$ cat src/logic/mmu_pkg.sv
// array sizes, element types, AXI4-Lite structs, register map and sequencing constants
package mmu_pkg;

    ////////////////////
    // array geometry
    ////////////////////
    localparam int ARRAY_DIM = 4;
    localparam int DATA_W    = 8;
    localparam int ACC_W     = 32;

    typedef logic signed [DATA_W-1:0] data_t;
    typedef logic signed [ACC_W-1:0]  acc_t;

    // one matrix row, byte c is column c
    typedef data_t [ARRAY_DIM-1:0] data_vec_t;
    typedef acc_t  [ARRAY_DIM-1:0] acc_vec_t;

    ////////////////////
    // host bus
    ////////////////////
    localparam int AXIL_ADDR_W = 8;
    localparam int AXIL_DATA_W = 32;

    typedef struct packed {
        logic                     awvalid;
        logic [AXIL_ADDR_W-1:0]   awaddr;
        logic                     wvalid;
        logic [AXIL_DATA_W-1:0]   wdata;
        logic [AXIL_DATA_W/8-1:0] wstrb;
        logic                     bready;
        logic                     arvalid;
        logic [AXIL_ADDR_W-1:0]   araddr;
        logic                     rready;
    } axil_req_t;

    typedef struct packed {
        logic                   awready;
        logic                   wready;
        logic                   bvalid;
        logic [1:0]             bresp;
        logic                   arready;
        logic                   rvalid;
        logic [AXIL_DATA_W-1:0] rdata;
        logic [1:0]             rresp;
    } axil_rsp_t;

    localparam logic [1:0] RESP_OKAY   = 2'b00;
    localparam logic [1:0] RESP_SLVERR = 2'b10;

    // register map, byte addresses
    localparam logic [AXIL_ADDR_W-1:0] ADDR_W_BASE = 8'h00;
    localparam logic [AXIL_ADDR_W-1:0] ADDR_A_BASE = 8'h10;
    localparam logic [AXIL_ADDR_W-1:0] ADDR_CTRL   = 8'h20;
    localparam logic [AXIL_ADDR_W-1:0] ADDR_STATUS = 8'h24;
    localparam logic [AXIL_ADDR_W-1:0] ADDR_C_BASE = 8'h40;

    // last input row issued until last result row presented to the registers
    localparam int DRAIN_CYCLES = 2 * ARRAY_DIM + 1;

    // delay of one skew lane, mirrored for the deskew side
    function automatic int skew_depth(int lane, bit reverse);
        return reverse ? ARRAY_DIM - 1 - lane : lane;
    endfunction

endpackage

$ cat src/logic/mmu_controller.sv
// FSM sequencing weight load, input feed, drain and result writeback
`timescale 1ns/1ps

module mmu_controller (
    input  logic               clk,
    input  logic               reset,
    input  logic               start,
    input  mmu_pkg::data_vec_t w_rows [mmu_pkg::ARRAY_DIM],
    input  mmu_pkg::data_vec_t a_rows [mmu_pkg::ARRAY_DIM],
    output logic               load_weight,
    output mmu_pkg::data_vec_t weight_feed,
    output mmu_pkg::data_vec_t data_feed,
    input  mmu_pkg::acc_vec_t  result_row,
    output mmu_pkg::acc_vec_t  result_data,
    output logic               result_we,
    output logic [1:0]         result_idx,
    output logic               busy,
    output logic               done
);

    typedef enum logic [2:0] {
        IDLE,
        LOAD,
        FEED,
        DRAIN,
        WRITE
    } state_t;

    state_t     state;
    logic [1:0] cnt;
    logic       last_cnt;

    assign last_cnt = cnt == 2'(mmu_pkg::ARRAY_DIM - 1);

    // last W row first, so the first one pushed ends in the east column
    assign load_weight = state == LOAD;
    assign weight_feed = w_rows[2'(mmu_pkg::ARRAY_DIM - 1) - cnt];

    // held high through the done cycle so status never shows both low mid-run
    assign busy = (state != IDLE) || done;

    ////////////////////
    // state and counter
    ////////////////////
    always_ff @(posedge clk or posedge reset) begin
        if (reset) begin
            state <= IDLE;
            cnt   <= '0;
        end else begin
            cnt <= cnt + 2'd1;
            case (state)
                IDLE: begin
                    cnt <= '0;
                    if (start) begin
                        state <= LOAD;
                    end
                end
                LOAD: begin
                    if (last_cnt) begin
                        state <= FEED;
                    end
                end
                FEED: begin
                    if (last_cnt) begin
                        state <= DRAIN;
                    end
                end
                DRAIN: begin
                    // rest of the drain window is the write phase plus done
                    if (cnt == 2'(mmu_pkg::DRAIN_CYCLES - mmu_pkg::ARRAY_DIM - 2)) begin
                        state <= WRITE;
                        cnt   <= '0;
                    end
                end
                WRITE: begin
                    if (last_cnt) begin
                        state <= IDLE;
                    end
                end
                default: state <= IDLE;
            endcase
        end
    end

    ////////////////////
    // registered datapath outputs
    ////////////////////
    always_ff @(posedge clk or posedge reset) begin
        if (reset) begin
            data_feed  <= '0;
            result_we  <= 1'b0;
            result_idx <= '0;
            done       <= 1'b0;
        end else begin
            // zero rows outside the feed phase keep the pipe clean
            data_feed  <= (state == FEED) ? a_rows[cnt] : '0;
            result_we  <= state == WRITE;
            result_idx <= cnt;
            done       <= (state == WRITE) && last_cnt;
        end
    end

    // aligned row i leaves the deskew buffer in write cycle i
    always_ff @(posedge clk or posedge reset) begin
        if (reset) begin
            result_data <= '0;
        end else begin
            result_data <= result_row;
        end
    end

endmodule

$ cat config.mk
export PLATFORM = sky130hd
export DESIGN_NAME = mmu_controller
export DESIGN_NICKNAME = d
export VERILOG_FILES = /design/src/logic/mmu_pkg.sv /design/src/logic/mmu_controller.sv
export SDC_FILE = /design/constraint.sdc
export NUM_CORES = 1
export LEC_CHECK = 0
export BUFFER_PORTS_ARGS = -buffer_cell sky130_fd_sc_hd__clkbuf_2
export CORE_AREA = 2 2 228 230
export CTS_BUF_LIST = sky130_fd_sc_hd__clkbuf_8
export CTS_CLUSTER_SIZE = 24
export DETAILED_ROUTE_END_ITERATION = 10
export DIE_AREA = 0 0 230 232
export GPL_TIMING_DRIVEN = 0
export PLACE_DENSITY = 0.44
export SYNTH_ARGS = -nofsm -noshare
export SYNTH_HDL_FRONTEND = slang
export SYNTH_SLANG_ARGS = --single-unit
$ cat constraint.sdc
create_clock -name clk -period 12 [get_ports clk]
set_clock_uncertainty 0.1 [all_clocks]
set_input_delay 1.8 -clock clk [delete_from_list [all_inputs] [get_ports clk]]
set_output_delay 1.8 -clock clk [all_outputs]
set_load 0.05 [all_outputs]
==> reports/metrics.cfg <==
[synth]
synth_cells=342
synthTopCellsByArea=dfrtp_1, mux4_2, mux2i_1
synth_top_cell_by_area=dfrtp_1
ys_seq_area_share_pct=69.2
syn_area_um2=6110
synth_top_cell_area_share_pct=69.2
avgSynthCellArea_um2=17.9
yosysWarningCount=0
ys_types=26
synth_nets=730
ys_ff_latch=169

[layout]
fill_cells=5626
antenna_cells=0
nNetsFinal=1334
layoutNonFillerInstCount=1639
drive_above_1_share_pct=69.7
syn_to_final_growth_pct=68.7

[setup_path]
crit_path_top_delay_cell=mux4_2
path_class=in2out
critical_path.startpoint_type=primary input
cp.required_ns=10.10
crit_path_max_incr_delay_ns=0.51
crit_buf_inv=2
cp_max_fo=1
critical_path.top_delay_family=multiplexers
crit_chain=clkbuf_2, mux4_2, clkbuf_2
end_kind=output port
worstPathArrival_ns=2.69
critPathMostFrequentCell=clkbuf_2

[clocking]
ctsLongestPathBuffers=2
ctsResizeCount=0
numCtsBuffers=17
numClockSinks=169
insertion_delay_ns=0.53
post_cts_buffers=0
path_clk_slew_ns=0.10
h-tree-depth=4
clockRootBuffer=clkbuf_8
hold_buffers=0
cts_tree=yes

[routing]
drt_iter0_markers=179
drtAntennaViolNets=0
wire_per_inst_um=16.6
vias_per_cell=3.32
drt-total-wl_um=27200
drc_errors=0
vias=5440
firstDrtPassIters=4

[grt]
grt_pass1_vias=5495
grt_max_degree=97
track_usage_pct=9.83
grt_pass1_wl_um=36900
grt.overflow.total=0
antenna_found_initial=0

[floorplanning]
die-area_um2=53400
initial_core_util_pct=12.0
core_um2=50900
boundaryPins=585
die_h_um=232
num_rows=83
die_w_um=230

[timing]
tightest_slew_ns=0.822
drv_slew=0
fin_crit_ns=4.59
rsz0062_at_grt=no
slew_headroom_pct=45.2
final.setup.tns_ns=0
finalHoldViolations=0
setup-violations-final=0
finalCritPeriodShare_pct=38.3
timing.fmax_ghz=0.218

[status]
status=finished clean

[job]
max_cap_viol_count=0

[placement]
portBuffers=584
place_congestion=0.762
placed_cells=1607
dp_hpwl_um=22800

[power_and_ir_drop]
vdd_drop_max_mv=0.0825
leakage_nw=5.44
powerDensity_nw_per_um2=205

[hold_path]
hp-class=reg2reg

[final timing paths]
check / to / start / slack, ns / depth (start not counted)
worst max-delay path: weight_feed[0] / w_rows[0] / 7.41 / 3
worst min-delay path: result_idx[0] / cnt[0] / 0.31 / 0
worst max register to register: data_feed[13] / cnt[1] / 9.78 / 5
worst min register to register: result_idx[0] / cnt[0] / 0.31 / 0
max in group asynchronous: result_data[64] / reset / 9.71 / 3
min in group asynchronous: result_data[30] / reset / 1.22 / 2
[flip-flops by register name, indices dropped and copies added (netlist names)]
signal / flops
cnt: 2
data_feed: 32
done: 1
result_data: 128
result_idx: 2
result_we: 1
state: 3
[routing by layer]
layer	GRT usage, %	share of wire [%]
met5	0	0
met4	4.15	1.4
met2	15.9	50
met1	12.2	41
met3	3.01	7.6
[stage by stage]
| step | utilization [%] | setup slack (ns) | hold slack [ns] | cell area (µm²) | power, mW |
|---|---|---|---|---|---|
| floorplan | - | 5.52 | 0.275 | 6110 | 1.43 |
| global placement | 19.4 | 3.45 | 0.297 | 9880 | 1.74 |
| detailed placement | 19.5 | 7.40 | 0.286 | 9920 | 1.74 |
| CTS | 20.3 | 7.40 | 0.311 | 10300 | 2.17 |
| global route | 20.3 | 7.39 | 0.325 | 10300 | 2.23 |
| finish | 20.3 | 7.41 | 0.309 | 10300 | 2.11 |
[layout by cell type, fill, tap and decap left out, drive strengths merged]
master      n
o22ai      32
o21a        1
mux4       32
nand2b      1
clkbuf    607
nor3b       2
nand3b      1
and2        1
a21oi       2
a311oi      1
a21bo       1
mux2        1
ha          1
nand4bb     1
nor2b       2
a31o        1
nor3        1
buf        20
mux2i      64
clkinvlp    1
clkinv      7
dfrtp     169
nor4b       1
or4b        1
inv         8
[synthesized netlist by cell type]
library cell	instances
a311oi_1	1
inv_1	1
nor2b_1	2
a21oi_1	2
or4b_1	1
nand4bb_1	1
o21a_1	1
clkbuf_1	6
nand2b_1	1
buf_4	2
nor3_1	1
mux4_2	32
nand3b_1	1
o22ai_1	32
nor4b_1	1
ha_1	1
buf_8	3
mux2i_1	64
and2_1	1
a21bo_1	1
a31o_1	1
dfrtp_1	169
mux2_1	1
buf_6	2
nor3b_1	2
buf_2	12
[report_power, final]
group / switching [mW] / internal, mW / leakage, nW
Sequential: 0.0189 / 0.625 / 2.05
Clock: 0.249 / 0.154 / 0.198
Combinational: 0.735 / 0.332 / 3.20
[cell type report]
type / instances / area, µm² / share of cell area (%)
Timing Repair Buffer: 585 / 2950 / 28.6
Sequential cell: 169 / 4230 / 41.0
Tap cell: 680 / 851 / 8.25
Clock inverter: 15 / 158 / 1.53
Buffer: 25 / 165 / 1.60
Inverter: 1 / 11.3 / 0.109
Clock buffer: 17 / 234 / 2.27
Multi-Input combinational cell: 147 / 1710 / 16.6
[cell families after synthesis]
kind of cell               after synthesis  synth area share (%)
muxes                                   97                  22.5
and+or+nand+nor                         11                  1.35
adders and majority gates                1                 0.205
buffers and inverters                   26                  2.76
AOI/OAI and AO/OA                       38                  4.01
DFF                                    169                  69.2
[worst register-to-register path, stage by stage (launching register included)]
cell and delay [ns]:
dfrtp_1 0.43, buf_6 0.15, nand4bb_1 0.09, clkbuf_1 0.42
clkbuf_1 0.65, o22ai_1 0.20
Power figures use the tool's default switching activity.
