**config.mk**
```make
export PLATFORM = sky130hd
export DESIGN_NAME = axil_regs
export DESIGN_NICKNAME = d
export VERILOG_FILES = /design/src/logic/mmu_pkg.sv /design/src/logic/axil_regs.sv
export SDC_FILE = /design/constraint.sdc
export NUM_CORES = 2
export LEC_CHECK = 0
export BUFFER_PORTS_ARGS = -buffer_cell sky130_fd_sc_hd__buf_4
export CAP_MARGIN = 20
export CELL_PAD_IN_SITES_DETAIL_PLACEMENT = 0
export CELL_PAD_IN_SITES_GLOBAL_PLACEMENT = 1
export CORE_ASPECT_RATIO = 0.6
export CORE_MARGIN = 1
export CORE_UTILIZATION = 48
export DETAILED_ROUTE_END_ITERATION = 8
export PLACE_DENSITY = 0.82
export SLEW_MARGIN = 20
export SYNTH_ARGS = -nofsm -noshare
export SYNTH_HDL_FRONTEND = slang
export SYNTH_SLANG_ARGS = --single-unit
```
**constraint.sdc**
```tcl
create_clock -name clk -period 32.2 [get_ports clk]
set_clock_uncertainty 0.1 [all_clocks]
set_input_delay 1.61 -clock clk [delete_from_list [all_inputs] [get_ports clk]]
set_output_delay 1.61 -clock clk [all_outputs]
set_load 0.01 [all_outputs]
```
**src/logic/mmu_pkg.sv**
```systemverilog
// array sizes, element types, AXI4-Lite structs, register map and sequencing constants
package mmu_pkg;

    ////////////////////
    // array geometry
    ////////////////////
    localparam int ARRAY_DIM = 4;
    localparam int DATA_W    = 8;
    localparam int ACC_W     = 32;

    typedef logic signed [DATA_W-1:0] data_t;
    typedef logic signed [ACC_W-1:0]  acc_t;

    // one matrix row, byte c is column c
    typedef data_t [ARRAY_DIM-1:0] data_vec_t;
    typedef acc_t  [ARRAY_DIM-1:0] acc_vec_t;

    ////////////////////
    // host bus
    ////////////////////
    localparam int AXIL_ADDR_W = 8;
    localparam int AXIL_DATA_W = 32;

    typedef struct packed {
        logic                     awvalid;
        logic [AXIL_ADDR_W-1:0]   awaddr;
        logic                     wvalid;
        logic [AXIL_DATA_W-1:0]   wdata;
        logic [AXIL_DATA_W/8-1:0] wstrb;
        logic                     bready;
        logic                     arvalid;
        logic [AXIL_ADDR_W-1:0]   araddr;
        logic                     rready;
    } axil_req_t;

    typedef struct packed {
        logic                   awready;
        logic                   wready;
        logic                   bvalid;
        logic [1:0]             bresp;
        logic                   arready;
        logic                   rvalid;
        logic [AXIL_DATA_W-1:0] rdata;
        logic [1:0]             rresp;
    } axil_rsp_t;

    localparam logic [1:0] RESP_OKAY   = 2'b00;
    localparam logic [1:0] RESP_SLVERR = 2'b10;

    // register map, byte addresses
    localparam logic [AXIL_ADDR_W-1:0] ADDR_W_BASE = 8'h00;
    localparam logic [AXIL_ADDR_W-1:0] ADDR_A_BASE = 8'h10;
    localparam logic [AXIL_ADDR_W-1:0] ADDR_CTRL   = 8'h20;
    localparam logic [AXIL_ADDR_W-1:0] ADDR_STATUS = 8'h24;
    localparam logic [AXIL_ADDR_W-1:0] ADDR_C_BASE = 8'h40;

    // last input row issued until last result row presented to the registers
    localparam int DRAIN_CYCLES = 2 * ARRAY_DIM + 1;

    // delay of one skew lane, mirrored for the deskew side
    function automatic int skew_depth(int lane, bit reverse);
        return reverse ? ARRAY_DIM - 1 - lane : lane;
    endfunction

endpackage

```
**src/logic/axil_regs.sv**
```systemverilog
// AXI4-Lite slave with W, A, control, status and C registers
`timescale 1ns/1ps

module axil_regs (
    input  logic                clk,
    input  logic                reset,
    input  mmu_pkg::axil_req_t  axil_req,
    output mmu_pkg::axil_rsp_t  axil_rsp,
    output mmu_pkg::data_vec_t  w_rows [mmu_pkg::ARRAY_DIM],
    output mmu_pkg::data_vec_t  a_rows [mmu_pkg::ARRAY_DIM],
    output logic                start,
    input  logic                busy,
    input  logic                done,
    input  logic                result_we,
    input  logic [1:0]          result_idx,
    input  mmu_pkg::acc_vec_t   result_row
);

    mmu_pkg::acc_vec_t c_rows [mmu_pkg::ARRAY_DIM];
    logic              done_flag;

    logic                            wr_fire;
    logic                            rd_fire;
    logic [mmu_pkg::AXIL_ADDR_W-1:0] waddr;
    logic [mmu_pkg::AXIL_ADDR_W-1:0] raddr;
    logic                            wr_w;
    logic                            wr_a;
    logic                            wr_ctrl;
    logic [1:0]                      wresp_next;
    logic [mmu_pkg::AXIL_DATA_W-1:0] rdata_next;
    logic [1:0]                      rresp_next;

    // ready is high for one cycle only, and the host holds valid
    assign wr_fire = axil_rsp.awready && axil_req.awvalid && axil_req.wvalid;
    assign rd_fire = axil_rsp.arready && axil_req.arvalid;
    assign waddr   = axil_req.awaddr;
    assign raddr   = axil_req.araddr;

    ////////////////////
    // address decode
    ////////////////////
    assign wr_w    = waddr[7:4] == mmu_pkg::ADDR_W_BASE[7:4];
    assign wr_a    = waddr[7:4] == mmu_pkg::ADDR_A_BASE[7:4];
    assign wr_ctrl = waddr[7:2] == mmu_pkg::ADDR_CTRL[7:2];

    // operands locked during a run, status and C are read only
    assign wresp_next = ((wr_w || wr_a) && !busy) || wr_ctrl ?
                        mmu_pkg::RESP_OKAY : mmu_pkg::RESP_SLVERR;

    always_comb begin
        rdata_next = '0;
        rresp_next = mmu_pkg::RESP_OKAY;
        if (raddr[7:4] == mmu_pkg::ADDR_W_BASE[7:4]) begin
            rdata_next = w_rows[raddr[3:2]];
        end else if (raddr[7:4] == mmu_pkg::ADDR_A_BASE[7:4]) begin
            rdata_next = a_rows[raddr[3:2]];
        end else if (raddr[7:2] == mmu_pkg::ADDR_CTRL[7:2]) begin
            // start clears itself
            rdata_next = '0;
        end else if (raddr[7:2] == mmu_pkg::ADDR_STATUS[7:2]) begin
            rdata_next = {{(mmu_pkg::AXIL_DATA_W-2){1'b0}}, done_flag, busy};
        end else if (raddr[7:6] == mmu_pkg::ADDR_C_BASE[7:6]) begin
            // row in bits 5:4, column in bits 3:2
            rdata_next = c_rows[raddr[5:4]][raddr[3:2]];
        end else begin
            rresp_next = mmu_pkg::RESP_SLVERR;
        end
    end

    ////////////////////
    // handshakes and storage
    ////////////////////
    always_ff @(posedge clk or posedge reset) begin
        if (reset) begin
            axil_rsp  <= '0;
            w_rows    <= '{default: '0};
            a_rows    <= '{default: '0};
            c_rows    <= '{default: '0};
            start     <= 1'b0;
            done_flag <= 1'b0;
        end else begin
            // write path, one outstanding response
            axil_rsp.awready <= axil_req.awvalid && axil_req.wvalid &&
                                !axil_rsp.awready && !axil_rsp.bvalid;
            axil_rsp.wready  <= axil_req.awvalid && axil_req.wvalid &&
                                !axil_rsp.awready && !axil_rsp.bvalid;
            start <= 1'b0;
            if (wr_fire) begin
                axil_rsp.bvalid <= 1'b1;
                axil_rsp.bresp  <= wresp_next;
                if (!busy) begin
                    if (wr_w) begin
                        w_rows[waddr[3:2]] <= axil_req.wdata;
                    end
                    if (wr_a) begin
                        a_rows[waddr[3:2]] <= axil_req.wdata;
                    end
                    if (wr_ctrl) begin
                        start <= axil_req.wdata[0];
                    end
                end
            end else if (axil_rsp.bvalid && axil_req.bready) begin
                axil_rsp.bvalid <= 1'b0;
            end

            // read path
            axil_rsp.arready <= axil_req.arvalid && !axil_rsp.arready && !axil_rsp.rvalid;
            if (rd_fire) begin
                axil_rsp.rvalid <= 1'b1;
                axil_rsp.rdata  <= rdata_next;
                axil_rsp.rresp  <= rresp_next;
            end else if (axil_rsp.rvalid && axil_req.rready) begin
                axil_rsp.rvalid <= 1'b0;
            end

            // sticky done, cleared by the next run
            if (start) begin
                done_flag <= 1'b0;
            end else if (done) begin
                done_flag <= 1'b1;
            end

            if (result_we) begin
                c_rows[result_idx] <= result_row;
            end
        end
    end

endmodule

```
==> impl_metrics.env <==
export IMPL_area_growth_pct=19.6
export IMPL_cts_path_max_buffers=3
export IMPL_antenna_found_initial=16
export IMPL_reg2reg_to="w_rows[107]"
export IMPL_startpoint_type="input pin"
export IMPL_status="complete, no violations"
export IMPL_hold_path_class="reg2reg"
export IMPL_dr_pass1_iters=5
export IMPL_worstHoldStart="start"
export IMPL_cts_resized_gates=0
export IMPL_drive_gt1_share_pct=51.4
export IMPL_ir_drop_v=0.0000361
export IMPL_synth_area_leader_cell="dfrtp_1"
export IMPL_final_cell_mix="dfrtp_1, mux2_2, buf_4"
export IMPL_drc_errors=0
export IMPL_reg2regPathDepth=5
export IMPL_worstPathArrival_ns=6.05
export IMPL_yosys_top_cells_area="dfrtp_1, mux2_2, mux2i_1"
export IMPL_drt_wirelength_per_cell_um=28.6
export IMPL_hold_buffers=0
export IMPL_synth_top_cell_area_share_pct=56.3
export IMPL_finish_net_count=3039
export IMPL_seq_area_frac_synth_pct=56.3
export IMPL_holdPathEnd="done_flag"
export IMPL_min_delay_path_depth=1
export IMPL_fin_util_pct=58.2
export IMPL_r2r_start="axil_rsp[39]"
export IMPL_dr_first_iter_drc_count=1658
export IMPL_crit_path_max_fanout=114
export IMPL_die_width_um=355
export IMPL_synthCells=2427
export IMPL_ys_types=32
export IMPL_core_area_mm2=0.0738
export IMPL_crit_type="in2async"
export IMPL_h_tree_depth=3
export IMPL_insertion_delay_ns=0.64
export IMPL_start_util_pct=48.7
export IMPL_netlist_area_mm2=0.0359
export IMPL_cts_inserted_buffers=76
export IMPL_cap_violations=0
export IMPL_viasPerCell=6.06
export IMPL_clkTransAtPathRegs_ns=0.06
export IMPL_gp_congestion=0.837
export IMPL_stdcell_count=3904
export IMPL_synthFlopType="dfrtp_1"
export IMPL_fill_cells=5818
export IMPL_place_inst=3755
export IMPL_drtAntennaViolNets=0
export IMPL_portBuffers=479
export IMPL_cts_root_buf="clkbuf_16"
export IMPL_ys_ff_latch=808
export IMPL_setup_tns_ns=0
export IMPL_max_freq_mhz=184
export IMPL_grt_pass1_vias=24700
export IMPL_post_place_ws_ns=25.96
export IMPL_grt_max_degree=195
export IMPL_final_common_cell="dfrtp_1"
export IMPL_ioPinCount=490
export IMPL_critPathRequiredTime_ns=32.82
export IMPL_min_period_ns=5.43
export IMPL_yosysWarnings=0
export IMPL_fp_row_count=77
export IMPL_crit_path_end_kind="async pin"
export IMPL_p_leak_uw=0.0201
export IMPL_power_uw=2510
export IMPL_fp_dieArea_mm2=0.0759
export IMPL_grt_setup_unrepaired="no"
export IMPL_regArea_mm2=0.0202
export IMPL_grt_pass1_wl_um=164000
export IMPL_grt_usage_pct=29.4
export IMPL_synth_area_per_cell_um2=14.8
export IMPL_multi_input_area_mm2=0.0150
export IMPL_slew_headroom_pct=19.2
export IMPL_reg2reg_slack_ns=28.85
export IMPL_hpwl_um=73500
export IMPL_cts_setup_buffers=0
export IMPL_setup_viol=0
export IMPL_synth_edff_count=0
export IMPL_worst_slew_pin_slew_ns=1.21
export IMPL_cts_sinks=808
export IMPL_async_reset_ff_share_pct=100
export IMPL_wl_um=112000
export IMPL_power_density_mw_per_mm2=58.5
export IMPL_fin_crit_sh_pct=16.9
export IMPL_cts_tree="built"
export IMPL_die_h_um=214
export IMPL_setup_ws_ns=26.77
export IMPL_hold_viol=0
export IMPL_overflow=0
export IMPL_vias=23600
export IMPL_slew_violations=0
==> layer usage <==
layer | GRT usage (%) | vias to the layer above | share of wire [%]
met1 | 38.4 | 12700 | 41
met3 | 10.2 | 224 | 8.9
li1 | - | 9964 | -
met2 | 44.7 | 779 | 46
met4 | 12.2 | 6 | 3.8
met5 | 0 | - | 0.036
==> how the worst max path moves through the flow <==
stage          slack [ns]  cells past startpoint  startpoint            to
6_report            26.77                      7       reset   c_rows[396]
3_5_place_dp        25.96                      6       reset  axil_rsp[38]
3_3_place_gp        26.24                      6       reset  axil_rsp[38]
4_1_cts             26.63                      6       reset    a_rows[95]
5_1_grt             26.10                      7       reset     w_rows[4]
2_1_floorplan        7.80                      1       reset     a_rows[0]
==> synthesized netlist by cell type, drive strengths merged (2+ instances only) <==
| cell | instances |
|---|---|
| nor3 | 3 |
| clkbuf | 102 |
| and2 | 3 |
| nand3 | 37 |
| nor2 | 10 |
| a41o | 2 |
| dfrtp | 808 |
| nor2b | 4 |
| mux2 | 768 |
| a22oi | 129 |
| o21ai | 34 |
| mux4 | 63 |
| a31oi | 63 |
| mux2i | 258 |
| buf | 81 |
| nand2 | 6 |
| nor3b | 7 |
| o22ai | 32 |
| nand3b | 5 |
| inv | 5 |
==> registers in the layout (all words and copies together), names as in the netlist <==
name / count
c_rows: 512
w_rows: 128
done_flag: 1
a_rows: 128
start: 1
axil_rsp: 38
==> critical path: stages <==
cell    delay [ns]
buf_4         0.13
inv_8         0.50
buf_4         0.81
buf_4         0.89
buf_4         0.86
buf_12        0.46
buf_16        0.44
==> where the power goes <==
group          total (µW)  internal, µW  switching [µW]  leakage (µW)
registers            1230          1150            75.6        0.0101
logic                 378           197             181       0.00880
clock network         906           512             394       0.00121
total                2510          1860             650        0.0201
==> metrics by stage <==
stage | hold slack [ns] | area (µm²)
global placement | 0.316 | 40400
global route | 0.359 | 42900
CTS | 0.330 | 42900
detailed placement | 0.321 | 40400
finish | 0.325 | 43000
floorplan | 0.363 | 35900
==> cell families after synthesis <==
family / share of synthesized area (%)
AOI/OAI and AO/OA: 4.92
buffers and inverters: 2.29
DFF: 56.3
muxes: 35.2
other: 0.0104
and+or+nand+nor: 1.25
==> area by class of cell <==
cell class / count / area share (%)
diodes: 15 / 0.0874
clock buffers: 117 / 5.30
clock inverters: 16 / 0.460
inverters: 5 / 0.0612
multi-input cells: 1432 / 34.9
flip-flops and latches: 808 / 47.1
well taps: 987 / 2.87
repair buffers: 524 / 9.27
Note: power is estimated with default switching activity, not from simulation.
