<file path="src/logic/mmu_pkg.sv">
// array sizes, element types, AXI4-Lite structs, register map and sequencing constants
package mmu_pkg;

    ////////////////////
    // array geometry
    ////////////////////
    localparam int ARRAY_DIM = 4;
    localparam int DATA_W    = 8;
    localparam int ACC_W     = 32;

    typedef logic signed [DATA_W-1:0] data_t;
    typedef logic signed [ACC_W-1:0]  acc_t;

    // one matrix row, byte c is column c
    typedef data_t [ARRAY_DIM-1:0] data_vec_t;
    typedef acc_t  [ARRAY_DIM-1:0] acc_vec_t;

    ////////////////////
    // host bus
    ////////////////////
    localparam int AXIL_ADDR_W = 8;
    localparam int AXIL_DATA_W = 32;

    typedef struct packed {
        logic                     awvalid;
        logic [AXIL_ADDR_W-1:0]   awaddr;
        logic                     wvalid;
        logic [AXIL_DATA_W-1:0]   wdata;
        logic [AXIL_DATA_W/8-1:0] wstrb;
        logic                     bready;
        logic                     arvalid;
        logic [AXIL_ADDR_W-1:0]   araddr;
        logic                     rready;
    } axil_req_t;

    typedef struct packed {
        logic                   awready;
        logic                   wready;
        logic                   bvalid;
        logic [1:0]             bresp;
        logic                   arready;
        logic                   rvalid;
        logic [AXIL_DATA_W-1:0] rdata;
        logic [1:0]             rresp;
    } axil_rsp_t;

    localparam logic [1:0] RESP_OKAY   = 2'b00;
    localparam logic [1:0] RESP_SLVERR = 2'b10;

    // register map, byte addresses
    localparam logic [AXIL_ADDR_W-1:0] ADDR_W_BASE = 8'h00;
    localparam logic [AXIL_ADDR_W-1:0] ADDR_A_BASE = 8'h10;
    localparam logic [AXIL_ADDR_W-1:0] ADDR_CTRL   = 8'h20;
    localparam logic [AXIL_ADDR_W-1:0] ADDR_STATUS = 8'h24;
    localparam logic [AXIL_ADDR_W-1:0] ADDR_C_BASE = 8'h40;

    // last input row issued until last result row presented to the registers
    localparam int DRAIN_CYCLES = 2 * ARRAY_DIM + 1;

    // delay of one skew lane, mirrored for the deskew side
    function automatic int skew_depth(int lane, bit reverse);
        return reverse ? ARRAY_DIM - 1 - lane : lane;
    endfunction

endpackage

</file>
<file path="src/logic/skew_buffer.sv">
// per-lane delay line staggering or realigning one row of elements
`timescale 1ns/1ps

module skew_buffer #(
    parameter type elem_t  = mmu_pkg::data_t,
    parameter bit  reverse = 1'b0
) (
    input  logic                             clk,
    input  logic                             reset,
    input  elem_t [mmu_pkg::ARRAY_DIM-1:0]   lanes_in,
    output elem_t [mmu_pkg::ARRAY_DIM-1:0]   lanes_out
);

    for (genvar i = 0; i < mmu_pkg::ARRAY_DIM; i++) begin : g_lane
        if (mmu_pkg::skew_depth(i, reverse) == 0) begin : g_pass
            // zero-depth lane
            assign lanes_out[i] = lanes_in[i];
        end else begin : g_delay
            elem_t stage [mmu_pkg::skew_depth(i, reverse)];

            always_ff @(posedge clk or posedge reset) begin
                if (reset) begin
                    stage <= '{default: '0};
                end else begin
                    stage[0] <= lanes_in[i];
                    for (int k = 1; k < $size(stage); k++) begin
                        stage[k] <= stage[k-1];
                    end
                end
            end

            assign lanes_out[i] = stage[$size(stage)-1];
        end
    end

endmodule

</file>
<file path="config.mk">
export PLATFORM = sky130hd
export DESIGN_NAME = skew_buffer
export DESIGN_NICKNAME = d
export VERILOG_FILES = /design/src/logic/mmu_pkg.sv /design/src/logic/skew_buffer.sv
export SDC_FILE = /design/constraint.sdc
export NUM_CORES = 1
export LEC_CHECK = 0
export BUFFER_PORTS_ARGS = -buffer_cell sky130_fd_sc_hd__buf_2
export CAP_MARGIN = 20
export CORE_UTILIZATION = 44
export DETAILED_ROUTE_END_ITERATION = 10
export HOLD_SLACK_MARGIN = 0.12
export PLACE_DENSITY = 0.76
export SYNTH_ARGS = -nofsm -noshare
export SYNTH_HDL_FRONTEND = slang
export SYNTH_SLANG_ARGS = --single-unit
</file>
<file path="constraint.sdc">
create_clock -name clk -period 1.7 [get_ports clk]
set_input_delay 0.34 -clock clk [delete_from_list [all_inputs] [get_ports clk]]
set_output_delay 0.34 -clock clk [all_outputs]
set_load 0.05 [all_outputs]
</file>
==> results of run 1 <==
-- routing by layer --
metal | part of all wire (%) | GRT usage (%) | vias to the layer above
met2 | 55 | 28.57 | 44
met1 | 36 | 17.58 | 341
li1 | - | - | 310
met3 | 8.0 | 5.357 | 4
met5 | 0 | 0 | -
met4 | 1.2 | 8.163 | 0
-- worst max path at each step --
stage,start,endpoint,depth (start not counted)
4_1_cts,g_lane[1].g_delay.stage[1],lanes_out[9],1
3_5_place_dp,g_lane[1].g_delay.stage[1],lanes_out[9],1
3_3_place_gp,g_lane[1].g_delay.stage[6],lanes_out[14],1
6_report,g_lane[1].g_delay.stage[5],lanes_out[13],1
2_1_floorplan,reset,g_lane[1].g_delay.stage[0],1
5_1_grt,g_lane[1].g_delay.stage[6],lanes_out[14],1
-- where the power goes --
group / internal (W) / switching [W]
logic: 0.0000824 / 0.000158
clock network: 0.000205 / 0.000307
registers: 0.00120 / 0.0000154
-- state kept, by name (all words and copies together) (netlist names) --
signal	count
lanes_out	16
g_lane.g_delay.stage	32
-- cell usage after synthesis --
cell type,n
inv_1,1
buf_4,24
dfrtp_1,48
-- per-stage QoR --
step,area [um2],std cells
global placement,1523,141
floorplan,1385,73
detailed placement,1523,141
CTS,1832,174
global route,1832,174
finish,1832,174
-- cells in the final DEF (no fill, tap or decap) --
master and n:
buf_2 49, buf_12 1, dfrtp_1 48, inv_2 1
dlygate4sd3_1 25, clkbuf_8 1, clkbuf_4 5, clkbuf_1 2
-- final cells by class --
| class | count | area [um2] | share of cell area [%] |
|---|---|---|---|
| Sequential cell | 48 | 1201 | 65.57 |
| Timing Repair Buffer | 75 | 515.5 | 28.14 |
| Clock buffer | 8 | 58.81 | 3.210 |
| Tap cell | 42 | 52.55 | 2.869 |
| Inverter | 1 | 3.754 | 0.2049 |
-- kinds of logic (layout without fill, tap and decap cells) --
| family | Yosys count | in the layout | share of synthesized area (%) |
|---|---|---|---|
| buffers and inverters | 25 | 84 | 13.28 |
| flip-flops | 48 | 48 | 86.72 |
-- timing repair --
action | 4_1_cts | 5_1_grt
endpoints found under the setup margin | 0 | 0
hold endpoints to repair | 72 | 0
setup buffers | 0 | 0
hold buffers | 25 | 0
==> reports/qor.yml, run 1 <==
cp.required_ps: 1360
final_util_pct: 63.68
syn_area_um2: 1385
maxSlewHeadroom_pct: 82.74
yosysUniqueCellTypes: 3
power.leakage_nw: 0.9027
drcViolationCount: 0
status: "finished, final reports clean"
synth.area.top_cells: "dfrtp_1 (87%), buf_4 (13%), inv_1 (0.27%)"
core_area_um2: 2877
endpoint_kind: "primary output"
ir_drop_uv: 704.9
power_density_nw_per_um2: 1073
min-delay-start: "g_lane[3].g_delay.stage[10]"
worst_r2r_path_depth: 0
grt_overflow: 0
ys_seq_area_share_pct: 86.72
syn_inst: 73
max_freq_ghz: 0.7653
hold_ws_ps: 360.1
tightest_slew_ps: 260.6
cts_buffers: 5
drtIter0Drc: 6
pre_cts_ws_ps: 790.6
gp_congestion: 0.6503
fin_skew_ps: 9.387
path_buf_inv: 1
fin_crit_sh_pct: 76.86
via_per_inst: 4.017
multi_input_area_um2: 0
hold_end: "lanes_out[26]"
postCtsResizedCells: 0
ios: 66
syn_to_final_growth_pct: 32.25
synth_area_per_cell_um2: 18.97
multi_input_cells: 0
grt_start_max_net_pins: 49
rsz0062_at_grt: "no"
cts.reportedPaths.clkPinSlew_ps: 110
power_w: 0.001965
layout_min_cycle_time_ps: 1307
drv_cap: 0
grt_usage_pct: 16.28
yosys_warnings: 0
nets: 165
drive_above_1_share_pct: 43.18
cp_slowest_cell: "dfrtp_1"
htreeDepth: 2
nFillCells: 201
setup_tns_ps: 0
syn_nets: 107
drv_slew: 0
cts_tree: "done"
ant_nets: 0
r2r_setup_slack_ps: 1200
slowest_delay_ps: 370
cp_top_family: "flip-flops"
io_buffers: 49
worstReg2RegEnd: "g_lane[3].g_delay.stage[10]"
ys_ff_latch: 48
cp_max_fo: 1
path_cells: "buf_2"
antenna_found_initial: 0
synth_top_area_share_pct: 86.72
crit_type: "reg -> out"
root_buffer: "clkbuf_4"
hold_class: "reg -> reg"
dr.pass1.iters: 2
vias: 699
clock_sinks: 48
finalSetupViolCount: 0
placementRows: 19
grt_pass1_wl_mm: 3.746
synth_top_cell_by_area: "dfrtp_1"
avgRoutedWirePerCell_um: 13.72
insertedDiodeCount: 0
die_x_um: 58.11
die-area_um2: 3376
wl_mm: 2.387
worst_slack_ps: 393.4
dieHeight_um: 58.11
start_util_pct: 48.15
whs_path_depth: 0
cts_buffer_depth: 2
finalHoldViolations: 0
reg2reg_from: "g_lane[3].g_delay.stage[18]"
grt_pass1_vias: 813
clkLatencyLatePin_ps: 340
crit_path_start_kind: "register"
cp.arrival_ps: 970
Power figures use the tool's default switching activity.
==> run 2, diff against run 1 <==
Clock period 1.7 ns to 1.35 ns, I/O delays scaled along.
==> reports/qor.yml, run 2 (same netlist as run 1, synthesis figures left out) <==
grt_overflow: 0
io_buffers: 49
cp_top_family: "flip-flops"
tightest_slew_ps: 372.8
finalSetupViolCount: 0
ios: 66
nFillCells: 200
crit_type: "reg -> out"
max_freq_ghz: 0.7928
setup_tns_ps: 0
cp.required_ps: 1080
grt_usage_pct: 18.20
layout_min_cycle_time_ps: 1261
cts_setup_buffers: 0
die_x_um: 58.11
power.leakage_nw: 0.8976
fin_crit_sh_pct: 93.43
grt_pass1_vias: 854
place_inst: 141
wl_mm: 2.574
drive_above_1_share_pct: 43.94
nets: 165
grt_start_max_net_pins: 34
dr.pass1.iters: 4
fin_skew_ps: 10.79
ir_drop_uv: 931.9
status: "finished, final reports clean"
power_density_nw_per_um2: 1357
crit_path_start_kind: "register"
drv_slew: 0
final_cell_mix: "buf_2 (49), dfrtp_1 (48), dlygate4sd3_1 (25)"
antenna_found_initial: 0
core_area_um2: 2877
ant_nets: 0
r2r_setup_slack_ps: 840
placementRows: 19
cp.arrival_ps: 990
die-area_um2: 3376
cts_tree: "done"
hold_class: "reg -> reg"
drv_cap: 0
clock_sinks: 48
multi_input_cells: 0
largest_reg_flops: 32
ff_latch_area_um2: 1201
stdcell_count: 174
finalHoldViolations: 0
top_register: "g_lane.g_delay.stage"
maxSlewHeadroom_pct: 75.10
place_area_um2: 1526
syn_to_final_growth_pct: 32.79
grt_pass1_wl_mm: 4.091
start_util_pct: 48.15
rsz0062_at_grt: "no"
vias: 722
gp_congestion: 0.6720
avgRoutedWirePerCell_um: 14.79
cp_slowest_cell: "dfrtp_1"
via_per_inst: 4.149
place_hpwl_mm: 1.257
clkLatencyLatePin_ps: 340
drtIter0Drc: 12
design_area_um2: 1839
endpoint_kind: "primary output"
drcViolationCount: 0
htreeDepth: 2
slowest_delay_ps: 380
cts.reportedPaths.clkPinSlew_ps: 130
cp_max_fo: 1
insertedDiodeCount: 0
path_buf_inv: 1
cts_buffers: 5
path_cells: "buf_2"
root_buffer: "clkbuf_4"
cts_buffer_depth: 2
multi_input_area_um2: 0
dieHeight_um: 58.11
final_common_cell: "buf_2"
## run 2: cell count changes in the layout (fill, tap and decap cells not counted), sizes merged
cell	previous run	this run
clkinvlp	0	2
clkbuf	8	7
inv	1	0
## run 2: what timing repair did
item | CTS | global route
setup endpoints to repair | 0 | 0
hold endpoints to repair | 39 | 0
hold buffers | 25 | 0
gates resized for setup | 0 | 0
## run 2: stage by stage
stage	setup WS, ps	utilization [%]	power [W]	hold WS [ps]
2_1_floorplan	494.1	-	0.001808	299.7
3_3_place_gp	523.9	53.07	0.001791	253.1
3_5_place_dp	495.0	53.07	0.001800	271.8
4_1_cts	101.8	63.94	0.002504	363.1
5_1_grt	24.37	63.94	0.002603	370.8
6_report	88.68	63.94	0.002495	361.4
## run 2: worst paths after layout
path / endpoint / cells after the start / startpoint
worst max-delay path: lanes_out[8] / 1 / g_lane[1].g_delay.stage[0]
worst min-delay path: lanes_out[30] / 0 / g_lane[3].g_delay.stage[14]
worst max register to register: lanes_out[29] / 0 / g_lane[3].g_delay.stage[13]
worst min register to register: lanes_out[30] / 0 / g_lane[3].g_delay.stage[14]
max in group asynchronous: g_lane[2].g_delay.stage[9] / 4 / reset
min in group asynchronous: g_lane[1].g_delay.stage[1] / 3 / reset
## run 2: report_power, final
group | internal [W] | leakage, nW | switching [W]
Clock | 0.000256 | 0.0315 | 0.000403
Combinational | 0.000104 | 0.307 | 0.000203
Sequential | 0.00151 | 0.559 | 0.0000207
## run 2: layout make-up
| type | instances | share of cell area, % |
|---|---|---|
| Tap cell | 42 | 2.857 |
| Clock buffer | 7 | 2.993 |
| Sequential cell | 48 | 65.31 |
| Timing Repair Buffer | 75 | 28.03 |
| Inverter | 1 | 0.4082 |
| Clock inverter | 1 | 0.4082 |
## run 2: metal layers
| layer | routed length [um] | up-vias | global-route usage (%) |
|---|---|---|---|
| li1 | - | 313 | - |
| met1 | 955 | 354 | 18.43 |
| met2 | 1311 | 49 | 30.38 |
| met3 | 246 | 6 | 8.929 |
| met4 | 59 | 0 | 10.54 |
| met5 | 0 | - | 0 |
==> run 3, diff against run 2 <==
Settings changed: CORE_ASPECT_RATIO set to 0.6, GPL_ROUTABILITY_DRIVEN set to 0.
==> reports/qor.yml, run 3 (same netlist as run 1, synthesis figures left out) <==
status: "finished, final reports clean"
min-delay-start: "g_lane[3].g_delay.stage[23]"
ant_nets: 0
maxSlewHeadroom_pct: 82.82
via_per_inst: 3.936
finalHoldViolations: 0
htreeDepth: 2
pre_cts_ws_ps: 495.3
antenna_found_initial: 0
combPwrFrac_pct: 11.1
cp.arrival_ps: 880
wl_mm: 2.033
drtIter0Drc: 23
avgRoutedWirePerCell_um: 11.75
fin_crit_sh_pct: 85.42
hold_ws_ps: 348.7
drcViolationCount: 0
grt_pass1_wl_mm: 3.022
root_buffer: "clkbuf_8"
core_area_um2: 2928
path_buf_inv: 1
worstSetupPathDepth: 1
top_register: "g_lane.g_delay.stage"
cts_buffer_depth: 2
tightest_slew_ps: 259.5
cp_slowest_cell: "dfrtp_1"
met1Wirelength_um: 799
max_freq_ghz: 0.8671
drive_above_1_share_pct: 44.27
cp_max_fo: 1
worst_r2r_path_depth: 0
final_cell_mix: "buf_2 (49), dfrtp_1 (48), dlygate4sd3_1 (25)"
layout_min_cycle_time_ps: 1153
reg2reg_from: "g_lane[3].g_delay.stage[11]"
insertedDiodeCount: 0
postCtsResizedCells: 0
multi_input_cells: 0
setup_tns_ps: 0
syn_to_final_growth_pct: 35.23
ir_drop_uv: 815.2
grt_start_max_net_pins: 49
rsz0062_at_grt: "no"
nets: 165
path_cells: "buf_2"
worst_slack_ps: 196.8
cts.reportedPaths.clkPinSlew_ps: 80
power_frac_seq_pct: 56.9
cp-startpoint: "lanes_out[18]"
cp.required_ps: 1080
drv_slew: 0
cts_buffers: 5
power.leakage_nw: 0.9164
clockPowerShare_pct: 31.9
final_common_cell: "buf_2"
cts_tree: "done"
io_buffers: 49
die_x_um: 74.43
hold_end: "g_lane[3].g_delay.stage[15]"
multi_input_area_um2: 0
die-area_um2: 3384
start_util_pct: 47.31
clkLatencyLatePin_ps: 280
finalSetupViolCount: 0
endpoint_kind: "primary output"
vias: 681
clock_sinks: 48
cts_setup_buffers: 0
dr.pass1.iters: 2
r2r_setup_slack_ps: 860
crit_path_start_kind: "register"
power.internal_w: 0.002068
switching_power_w: 0.0006127
dieHeight_um: 45.46
worstReg2RegEnd: "lanes_out[27]"
ios: 66
fin_skew_ps: 2.086
placementRows: 15
grt_overflow: 0
dr_wl_met3_um: 203
nFillCells: 221
crit_type: "reg -> out"
whs_path_depth: 0
final_util_pct: 63.97
slowest_delay_ps: 340
switching_share_pct: 22.86
grt_pass1_vias: 712
power_density_nw_per_um2: 1431
drv_cap: 0
cp_top_family: "flip-flops"
hold_class: "reg -> reg"
highest_layer: "met4"
grt_usage_pct: 13.30
wl_met2_mm: 1.014
largest_reg_flops: 32
holdBufCountCts: 25
-- run 3: cell types whose count changed in the layout (fill, tap and decap cells not counted), sizes merged --
cell	previous run	this run
clkinvlp	2	1
-- run 3: worst max-delay path by stage --
stage	endpoint
after floorplan	lanes_out[10]
after global placement	lanes_out[13]
after detailed placement	lanes_out[18]
after CTS	lanes_out[18]
after global routing	lanes_out[18]
final	lanes_out[18]
-- run 3: power by group through the flow --
stage | combinational (W) | clock, W | sequential, W
after global placement | 0.000240 | 0 | 0.00155
final | 0.000299 | 0.000856 | 0.00153
after detailed placement | 0.000246 | 0 | 0.00156
after global routing | 0.000318 | 0.000937 | 0.00153
after CTS | 0.000301 | 0.000893 | 0.00153
after floorplan | 0.000213 | 0 | 0.00160
-- run 3: metal layers --
layer | up-vias | global-route usage, %
li1 | 308 | -
met1 | 328 | 13.39
met2 | 41 | 22.34
met3 | 4 | 6.637
met4 | 0 | 8.679
met5 | - | 0
-- run 3: cell type report --
class,instances,area [um2],share of cell area [%]
Clock buffer,7,96.34,5.144
Inverter,1,7.507,0.4008
Sequential cell,48,1201,64.13
Tap cell,42,52.55,2.806
Timing Repair Buffer,75,515.5,27.52
-- run 3: stage by stage --
stage	power [W]	area, um2	instances
floorplan	0.001808	1389	73
global placement	0.001792	1526	141
detailed placement	0.001802	1526	141
CTS	0.002720	1873	173
global route	0.002789	1873	173
finish	0.002680	1873	173
